==> src/router_pkg.sv <==
//****************************************
// Router types, port indices and buffer depth
//****************************************
`default_nettype none

package router_pkg;

  // Live ports on the north edge
  localparam int NUM_PORTS = 4;

  // Input FIFO depth, also the credit count of a fresh downstream router
  localparam int BUF_DEPTH = 8;

  // Flit layout
  //   [15:8] payload
  //   [7:4]  destination Y
  //   [3:0]  destination X
  typedef logic [15:0] flit_t;

  // Router address, Y high nibble, X low nibble
  typedef logic [7:0] coord_t;

  // Port index
  typedef logic [1:0] port_t;

  // FIFO pointer and occupancy
  typedef logic [2:0] ptr_t;
  typedef logic [3:0] cnt_t;

  localparam port_t PORT_S = 2'd0;
  localparam port_t PORT_W = 2'd1;
  localparam port_t PORT_E = 2'd2;
  localparam port_t PORT_L = 2'd3;

endpackage

`default_nettype wire

==> src/input_buffer.sv <==
//****************************************
// 8-entry first-word-fall-through input FIFO
//****************************************
`timescale 1ns/100ps
`default_nettype none

module input_buffer (
  input  logic              clk,
  input  logic              rst_n_i,
  input  router_pkg::flit_t buf_data_i,
  input  logic              buf_write_i,
  input  logic              buf_read_i,
  output router_pkg::flit_t buf_data_o,
  output logic              buf_empty_o
);

  router_pkg::flit_t mem [router_pkg::BUF_DEPTH];
  router_pkg::ptr_t  wr_ptr;
  router_pkg::ptr_t  rd_ptr;
  router_pkg::cnt_t  count;
  logic              full;

  always_ff @(posedge clk) begin
    if (buf_write_i) begin
      mem[wr_ptr] <= buf_data_i;
    end
  end

  // Pointers wrap naturally at depth 8
  always_ff @(posedge clk) begin
    if (!rst_n_i) begin
      wr_ptr <= '0;
      rd_ptr <= '0;
      count  <= '0;
    end else begin
      if (buf_write_i) begin
        wr_ptr <= wr_ptr + 3'd1;
      end
      if (buf_read_i) begin
        rd_ptr <= rd_ptr + 3'd1;
      end
      case ({buf_write_i, buf_read_i})
        2'b10:   count <= count + 4'd1;
        2'b01:   count <= count - 4'd1;
        default: count <= count;
      endcase
    end
  end

  // Head of queue visible without a read
  assign buf_data_o  = mem[rd_ptr];
  assign buf_empty_o = (count == '0);
  assign full        = (count == router_pkg::cnt_t'(router_pkg::BUF_DEPTH));

  // Upstream must hold a credit before it sends
  a_no_overflow: assert property (
    @(posedge clk) disable iff (!rst_n_i)
    !(buf_write_i && full)
  );

  // Allocator only pops a non-empty queue
  a_no_underflow: assert property (
    @(posedge clk) disable iff (!rst_n_i)
    !(buf_read_i && buf_empty_o)
  );

endmodule

`default_nettype wire

==> src/credit_counter.sv <==
//****************************************
// Downstream free-slot counter
//****************************************
`timescale 1ns/100ps
`default_nettype none

module credit_counter (
  input  logic clk,
  input  logic rst_n_i,
  input  logic cc_dec_i,
  input  logic cc_inc_i,
  output logic cc_has_credit_o
);

  router_pkg::cnt_t count;

  // Downstream starts with an empty FIFO
  always_ff @(posedge clk) begin
    if (!rst_n_i) begin
      count <= router_pkg::cnt_t'(router_pkg::BUF_DEPTH);
    end else begin
      case ({cc_dec_i, cc_inc_i})
        2'b10:   count <= count - 4'd1;
        2'b01:   count <= count + 4'd1;
        default: count <= count;
      endcase
    end
  end

  assign cc_has_credit_o = (count != '0);

  a_no_dec_at_zero: assert property (
    @(posedge clk) disable iff (!rst_n_i)
    cc_dec_i |-> (count != '0)
  );

  // A full count means nothing is left downstream to free
  a_no_inc_at_full: assert property (
    @(posedge clk) disable iff (!rst_n_i)
    cc_inc_i |-> (count != router_pkg::cnt_t'(router_pkg::BUF_DEPTH))
  );

endmodule

`default_nettype wire

==> src/switch_allocator.sv <==
//****************************************
// YX routing and per-output round-robin arbitration
//****************************************
`timescale 1ns/100ps
`default_nettype none

module switch_allocator (
  input  logic                                          clk,
  input  logic                                          rst_n_i,
  input  router_pkg::coord_t                            yx_addr_router_i,
  input  router_pkg::flit_t [router_pkg::NUM_PORTS-1:0] head_flit_i,
  input  logic [router_pkg::NUM_PORTS-1:0]              ib_empty_i,
  input  logic [router_pkg::NUM_PORTS-1:0]              has_credit_i,
  output logic [router_pkg::NUM_PORTS-1:0]              ib_read_o,
  output logic [router_pkg::NUM_PORTS-1:0]              send_o,
  output router_pkg::port_t [router_pkg::NUM_PORTS-1:0] sel_o
);

  typedef enum logic {
    RR_IDLE,
    RR_GRANTED
  } rr_state_e;

  router_pkg::port_t [router_pkg::NUM_PORTS-1:0]   route;
  logic [router_pkg::NUM_PORTS-1:0][router_pkg::NUM_PORTS-1:0] gnt;
  logic [router_pkg::NUM_PORTS-1:0][router_pkg::NUM_PORTS-1:0] gnt_by_in;
  rr_state_e                                       rr_state [router_pkg::NUM_PORTS];
  router_pkg::port_t [router_pkg::NUM_PORTS-1:0]   rr_last;

  // Y first, then X
  always_comb begin
    for (int i = 0; i < router_pkg::NUM_PORTS; i++) begin
      if (head_flit_i[i][7:4] > yx_addr_router_i[7:4]) begin
        route[i] = router_pkg::PORT_S;
      end else if (head_flit_i[i][3:0] > yx_addr_router_i[3:0]) begin
        route[i] = router_pkg::PORT_E;
      end else if (head_flit_i[i][3:0] < yx_addr_router_i[3:0]) begin
        route[i] = router_pkg::PORT_W;
      end else begin
        route[i] = router_pkg::PORT_L;
      end
    end
  end

  // gnt is indexed [output][input]
  always_comb begin
    router_pkg::port_t start;
    router_pkg::port_t cand;
    gnt    = '0;
    send_o = '0;
    sel_o  = '0;
    for (int o = 0; o < router_pkg::NUM_PORTS; o++) begin
      // Search starts just after the last winner, or at port 0 before any grant
      start = (rr_state[o] == RR_GRANTED) ? rr_last[o] + 2'd1 : router_pkg::PORT_S;
      for (int k = 0; k < router_pkg::NUM_PORTS; k++) begin
        cand = start + router_pkg::port_t'(k);
        if (has_credit_i[o] && !send_o[o] && !ib_empty_i[cand] &&
            route[cand] == router_pkg::port_t'(o)) begin
          send_o[o]     = 1'b1;
          sel_o[o]      = cand;
          gnt[o][cand]  = 1'b1;
        end
      end
    end
  end

  always_comb begin
    for (int i = 0; i < router_pkg::NUM_PORTS; i++) begin
      for (int o = 0; o < router_pkg::NUM_PORTS; o++) begin
        gnt_by_in[i][o] = gnt[o][i];
      end
      ib_read_o[i] = |gnt_by_in[i];
    end
  end

  always_ff @(posedge clk) begin
    if (!rst_n_i) begin
      for (int o = 0; o < router_pkg::NUM_PORTS; o++) begin
        rr_state[o] <= RR_IDLE;
        rr_last[o]  <= router_pkg::PORT_S;
      end
    end else begin
      for (int o = 0; o < router_pkg::NUM_PORTS; o++) begin
        if (send_o[o]) begin
          rr_state[o] <= RR_GRANTED;
          rr_last[o]  <= sel_o[o];
        end
      end
    end
  end

  for (genvar i = 0; i < router_pkg::NUM_PORTS; i++) begin : g_chk
    // Top row, nothing may head north
    a_no_north: assert property (
      @(posedge clk) disable iff (!rst_n_i)
      !ib_empty_i[i] |-> (head_flit_i[i][7:4] >= yx_addr_router_i[7:4])
    );
  end

endmodule

`default_nettype wire

==> src/crossbar_switch.sv <==
//****************************************
// Registered 4x4 crossbar with credit return
//****************************************
`timescale 1ns/100ps
`default_nettype none

module crossbar_switch (
  input  logic                                          clk,
  input  logic                                          rst_n_i,
  input  router_pkg::flit_t [router_pkg::NUM_PORTS-1:0] cs_data_i,
  input  router_pkg::port_t [router_pkg::NUM_PORTS-1:0] cs_sel_i,
  input  logic [router_pkg::NUM_PORTS-1:0]              cs_send_i,
  input  logic [router_pkg::NUM_PORTS-1:0]              cs_read_i,
  output router_pkg::flit_t [router_pkg::NUM_PORTS-1:0] cs_data_o,
  output logic [router_pkg::NUM_PORTS-1:0]              cs_valid_o,
  output logic [router_pkg::NUM_PORTS-1:0]              cs_credit_o
);

  // Output data holds between flits
  always_ff @(posedge clk) begin
    for (int o = 0; o < router_pkg::NUM_PORTS; o++) begin
      if (cs_send_i[o]) begin
        cs_data_o[o] <= cs_data_i[cs_sel_i[o]];
      end
    end
  end

  // A pop frees one upstream slot, returned with the flit's valid
  always_ff @(posedge clk) begin
    if (!rst_n_i) begin
      cs_valid_o  <= '0;
      cs_credit_o <= '0;
    end else begin
      cs_valid_o  <= cs_send_i;
      cs_credit_o <= cs_read_i;
    end
  end

endmodule

`default_nettype wire

==> src/n_edge_router.sv <==
//****************************************
// North-edge mesh router, top level
//****************************************
`timescale 1ns/100ps
`default_nettype none

module n_edge_router (
  input  logic               clk,
  input  logic               rst_n_i,
  input  router_pkg::coord_t yx_addr_router_i,

  input  router_pkg::flit_t  s_data_i,
  input  router_pkg::flit_t  w_data_i,
  input  router_pkg::flit_t  e_data_i,
  input  router_pkg::flit_t  l_data_i,
  input  logic               s_valid_i,
  input  logic               w_valid_i,
  input  logic               e_valid_i,
  input  logic               l_valid_i,
  input  logic               s_credit_i,
  input  logic               w_credit_i,
  input  logic               e_credit_i,
  input  logic               l_credit_i,

  output router_pkg::flit_t  s_data_o,
  output router_pkg::flit_t  w_data_o,
  output router_pkg::flit_t  e_data_o,
  output router_pkg::flit_t  l_data_o,
  output logic               s_valid_o,
  output logic               w_valid_o,
  output logic               e_valid_o,
  output logic               l_valid_o,
  output logic               s_credit_o,
  output logic               w_credit_o,
  output logic               e_credit_o,
  output logic               l_credit_o
);

  router_pkg::flit_t [router_pkg::NUM_PORTS-1:0] head;
  router_pkg::port_t [router_pkg::NUM_PORTS-1:0] sel;
  logic [router_pkg::NUM_PORTS-1:0]              ib_empty;
  logic [router_pkg::NUM_PORTS-1:0]              ib_read;
  logic [router_pkg::NUM_PORTS-1:0]              has_credit;
  logic [router_pkg::NUM_PORTS-1:0]              send;

  // Input FIFOs
  input_buffer ib_s (
    .clk(clk), .rst_n_i(rst_n_i),
    .buf_data_i(s_data_i), .buf_write_i(s_valid_i),
    .buf_read_i(ib_read[router_pkg::PORT_S]),
    .buf_data_o(head[router_pkg::PORT_S]),
    .buf_empty_o(ib_empty[router_pkg::PORT_S])
  );

  input_buffer ib_w (
    .clk(clk), .rst_n_i(rst_n_i),
    .buf_data_i(w_data_i), .buf_write_i(w_valid_i),
    .buf_read_i(ib_read[router_pkg::PORT_W]),
    .buf_data_o(head[router_pkg::PORT_W]),
    .buf_empty_o(ib_empty[router_pkg::PORT_W])
  );

  input_buffer ib_e (
    .clk(clk), .rst_n_i(rst_n_i),
    .buf_data_i(e_data_i), .buf_write_i(e_valid_i),
    .buf_read_i(ib_read[router_pkg::PORT_E]),
    .buf_data_o(head[router_pkg::PORT_E]),
    .buf_empty_o(ib_empty[router_pkg::PORT_E])
  );

  input_buffer ib_l (
    .clk(clk), .rst_n_i(rst_n_i),
    .buf_data_i(l_data_i), .buf_write_i(l_valid_i),
    .buf_read_i(ib_read[router_pkg::PORT_L]),
    .buf_data_o(head[router_pkg::PORT_L]),
    .buf_empty_o(ib_empty[router_pkg::PORT_L])
  );

  // One counter per output
  credit_counter cc_s (
    .clk(clk), .rst_n_i(rst_n_i),
    .cc_dec_i(send[router_pkg::PORT_S]), .cc_inc_i(s_credit_i),
    .cc_has_credit_o(has_credit[router_pkg::PORT_S])
  );

  credit_counter cc_w (
    .clk(clk), .rst_n_i(rst_n_i),
    .cc_dec_i(send[router_pkg::PORT_W]), .cc_inc_i(w_credit_i),
    .cc_has_credit_o(has_credit[router_pkg::PORT_W])
  );

  credit_counter cc_e (
    .clk(clk), .rst_n_i(rst_n_i),
    .cc_dec_i(send[router_pkg::PORT_E]), .cc_inc_i(e_credit_i),
    .cc_has_credit_o(has_credit[router_pkg::PORT_E])
  );

  credit_counter cc_l (
    .clk(clk), .rst_n_i(rst_n_i),
    .cc_dec_i(send[router_pkg::PORT_L]), .cc_inc_i(l_credit_i),
    .cc_has_credit_o(has_credit[router_pkg::PORT_L])
  );

  switch_allocator sa (
    .clk(clk), .rst_n_i(rst_n_i),
    .yx_addr_router_i(yx_addr_router_i),
    .head_flit_i(head), .ib_empty_i(ib_empty), .has_credit_i(has_credit),
    .ib_read_o(ib_read), .send_o(send), .sel_o(sel)
  );

  // Port order in the vectors is l, e, w, s from MSB down
  crossbar_switch cs (
    .clk(clk), .rst_n_i(rst_n_i),
    .cs_data_i(head), .cs_sel_i(sel), .cs_send_i(send), .cs_read_i(ib_read),
    .cs_data_o({l_data_o, e_data_o, w_data_o, s_data_o}),
    .cs_valid_o({l_valid_o, e_valid_o, w_valid_o, s_valid_o}),
    .cs_credit_o({l_credit_o, e_credit_o, w_credit_o, s_credit_o})
  );

endmodule

`default_nettype wire

==> config.mk <==
export PLATFORM = sky130hd
export DESIGN_NAME = n_edge_router
export DESIGN_NICKNAME = d
export VERILOG_FILES = /design/src/router_pkg.sv /design/src/input_buffer.sv /design/src/credit_counter.sv /design/src/switch_allocator.sv /design/src/crossbar_switch.sv /design/src/n_edge_router.sv
export SDC_FILE = /design/constraint.sdc
export NUM_CORES = 1
export LEC_CHECK = 0
export BUFFER_PORTS_ARGS = -buffer_cell sky130_fd_sc_hd__buf_2
export CAP_MARGIN = 40
export CORE_MARGIN = 4
export CORE_UTILIZATION = 53
export CTS_CLUSTER_DIAMETER = 150
export DETAILED_ROUTE_END_ITERATION = 10
export PLACE_DENSITY = 0.7
export SLEW_MARGIN = 20
export SYNTH_ARGS = -nofsm -noshare
export SYNTH_HDL_FRONTEND = slang
export SYNTH_SLANG_ARGS = --single-unit
==> constraint.sdc <==
create_clock -name clk -period 10.75 [get_ports clk]
set_input_delay 1.6125 -clock clk [delete_from_list [all_inputs] [get_ports clk]]
set_output_delay 1.6125 -clock clk [all_outputs]
set_load 0.02 [all_outputs]
==> out/results.ini <==
[critical_path]
cp_top_family=compound AO/OA/AOI/OAI gates
crit_buf_inv=1
critPathMaxFanout=32
max_stage_delay_ps=580
worstPathCellList=buf_4, mux4_2, mux2_2, ha_1, nor2b_1, o211a_1, o31ai_4, nand2_1, o31ai_1, a22o_1, nor2_1, a221oi_1, nand4_1, ha_1, ha_1, a21o_1, a21oi_1, xnor2_1, or3_1, a21oi_1
cp_common_cell=ha_1
cpMaxStageDelayCell=mux4_2
worstPathRequired_ps=11280
endpoint_kind=flop
start_kind=flop
r2r_cells=20
cp.depth=20
worstSetupPathType=reg2reg
arrival_ps=7410

[floorplanning]
start_util_pct=53.96
std_cell_rows=86
ios=154
fp.dieW_um=246.0
fp.dieH_um=246.0
fp.dieArea_um2=60510
coreArea_um2=55630

[logic_synthesis]
ys_seq_elements=664
synth_xor_area_share_pct=1.167
netlist_instances=1905
synth_cell_types=74
avgSynthCellArea_um2=15.76
yosys_warnings=0
synth_top_family_by_area=multiplexers
synthSimpleGateAreaFrac_pct=6.140
yosysSeqAreaShare_pct=63.52
synth-async-reset-ratio_pct=0
synthAdderAreaFrac_pct=4.160
synth-main-ff-cell=edfxtp_1
synth-edff-count=577
synthMuxAreaShare_pct=17.20
synth_compound_area_share_pct=5.894
syn_area_um2=30020
syn_nets=2082

[run_status]
status=finished, final reports clean

[clocking]
clk-insertion-delay-late_ps=610
clkSinkCount=664
cts_tree=done
ctsHoldBuffers=0
cts_max_level=3
cts-resized-gates=0
cts_buffer_depth=3
clock-root-buffer=clkbuf_16
cts_buffers=71
cts_setup_buffers=0
clk_pin_slew_worst_paths_ps=60

[pwr]
swShare_pct=36.98
power_frac_clock_pct=24.8
intPower_mw=6.410
p_sw_mw=3.762
p_leak_nw=12.29
power_density_nw_per_um2=293.9
pwr-share-seq_pct=33.8
combPwrFrac_pct=41.4
ir_drop_mv=0.1857

[route]
via_count=17740
routed_wl_um=74880
drt-pass1-iter-count=5
drc=0
ant_nets=0
route.detailed.wl_per_inst_um=25.65
initialDrtViolationCount=1703
via_per_inst=6.077

[sta]
final.setup_skew_ps=26.55
slew_headroom_pct=45.73
fin_crit_ps=6885
hold_slack_ps=473.0
period_share_pct=64.04
finalHoldViolations=0
setup_viol=0
fmax_mhz=145.2
worst_slew_pin_slew_ps=813.2
rsz0062_at_grt=false
slew_violations=0
fin_tns_setup_ps=0

[layout]
fin_nets=2288
area_delta_synth_final_pct=15.31
drive_gt1_share_pct=26.33

[grt]
grt-ovfl-total=0
grt_pass1_wl_um=112000
grt.total_usage_pct=24.97
grt_pass1_vias=17720
grt_max_degree=56
antenna_found_initial=5

[placement]
finalWeightedCongestion=0.9459
hpwlAfterDp_um=51480
io_buffers=153

[min_path]
hold_path.class=reg2reg
whs_path_depth=2

[flow_run]
maxCapViolCount=0

worst register-to-register path: cells and delay by family, from the launching register on:
kind | cells | cell delay, ps
fa+ha+maj | 3 | 1030
buf+inv | 1 | 530
compound gates | 8 | 2710
flops | 1 | 310
xor+xnor | 1 | 100
mux | 2 | 930
simple gates | 5 | 1220
layout make-up:
cell class	instances	area, µm²
Antenna cell	2	5.005
Clock buffer	99	2091
Clock inverter	32	389.1
Fill cell	4052	21020
Inverter	60	225.2
Multi-Input combinational cell	1099	10520
Sequential cell	664	19070
Tap cell	748	935.9
Timing Repair Buffer	215	1373
registers in the layout, indices dropped and copies added (netlist names), 8 cells and up, named ones only:
register and count:
ib_s.mem 128, ib_e.mem 128, ib_l.mem 128, ib_w.mem 128, sa.rr_last 8, cs.cs_data_o 64
cell families after synthesis:
logic type,count (synthesis)
flops,664
xor+xnor,40
buf+inv,142
mux,331
simple gates,369
compound gates,264
fa+ha+maj,95
power by group through the flow:
stage	Clock (mW)	Combinational [mW]	Sequential, mW
final	2.53	4.21	3.43
after global routing	2.69	4.57	3.45
after CTS	2.57	4.19	3.43
after floorplan	0	2.85	3.52
after detailed placement	0	4.16	3.48
after global placement	0	4.02	3.48
through the flow:
step / power (mW) / utilization (%) / cells / setup slack [ps] / cell area, µm²
floorplan: 6.375 / - / 1905 / 4752 / 30020
global placement: 7.503 / 57.22 / 2765 / 3989 / 31830
detailed placement: 7.647 / 57.73 / 2784 / 3797 / 32110
CTS: 10.19 / 62.18 / 2915 / 3860 / 34590
global route: 10.71 / 62.21 / 2917 / 3474 / 34610
finish: 10.17 / 62.22 / 2919 / 3865 / 34610
cell usage after synthesis (4+ instances only):
| library cell | count | share of area, % |
|---|---|---|
| inv_1 | 57 | 0.71 |
| a2111o_1 | 4 | 0.15 |
| a32oi_1 | 5 | 0.15 |
| mux2i_1 | 112 | 3.7 |
| nand3_1 | 18 | 0.30 |
| and4_1 | 8 | 0.23 |
| buf_1 | 22 | 0.28 |
| xnor2_1 | 19 | 0.55 |
| a211oi_1 | 10 | 0.25 |
| a21oi_1 | 82 | 1.4 |
| a221oi_1 | 6 | 0.18 |
| clkbuf_1 | 43 | 0.54 |
| a32o_1 | 7 | 0.23 |
| and3_1 | 10 | 0.21 |
| a21o_1 | 17 | 0.43 |
| or2b_1 | 4 | 0.10 |
| nand2_1 | 63 | 0.79 |
| or3_1 | 11 | 0.23 |
| nand2b_1 | 33 | 0.69 |
| o211ai_1 | 32 | 0.80 |
| fa_1 | 8 | 0.53 |
| nor4_1 | 8 | 0.17 |
| o2bb2ai_1 | 4 | 0.12 |
| nor2_1 | 137 | 1.7 |
| o21ai_0 | 46 | 0.77 |
| mux4_2 | 136 | 10 |
| xor2_1 | 21 | 0.61 |
| nor3_1 | 15 | 0.25 |
| and2_1 | 14 | 0.29 |
| o22ai_1 | 4 | 0.083 |
| ha_1 | 87 | 3.6 |
| buf_2 | 13 | 0.22 |
| a22oi_1 | 6 | 0.15 |
| a22o_1 | 6 | 0.18 |
| nor2b_1 | 10 | 0.21 |
| dfxtp_1 | 87 | 5.8 |
| mux2_2 | 80 | 3.0 |
| or4_1 | 7 | 0.18 |
| edfxtp_1 | 577 | 58 |
| nand4_1 | 18 | 0.38 |
metal layers:
layer	vias to the layer above	routed length (µm)	part of all wire [%]	GRT usage (%)
met1	8996	30730	41	34.16
met4	6	2038	2.7	6.958
li1	7936	-	-	-
met5	-	34	0.045	0
met3	143	4956	6.6	4.952
met2	659	37120	50	41.36
path summary, 6_finish.rpt:
kind,startpoint,end,slack [ps]
max,flop,ib_l.count[3],3870
min,sa.rr_last[3],sa.rr_last[3],470
max reg2reg,flop,ib_l.count[3],3870
min reg2reg,sa.rr_last[3],sa.rr_last[3],470
cells in the final DEF, fill, tap and decap left out, drive strengths merged, types with 32 or more instances in the layout:
cell type  instances
buf              212
mux2              80
o211ai            32
mux4             139
edfxtp           577
inv               61
mux2i            112
a21oi             83
nor2             137
dfxtp             87
clkbuf            99
o21ai             49
nand2b            33
nand2             63
ha                87
No activity file was read; power rests on OpenSTA's default activity.
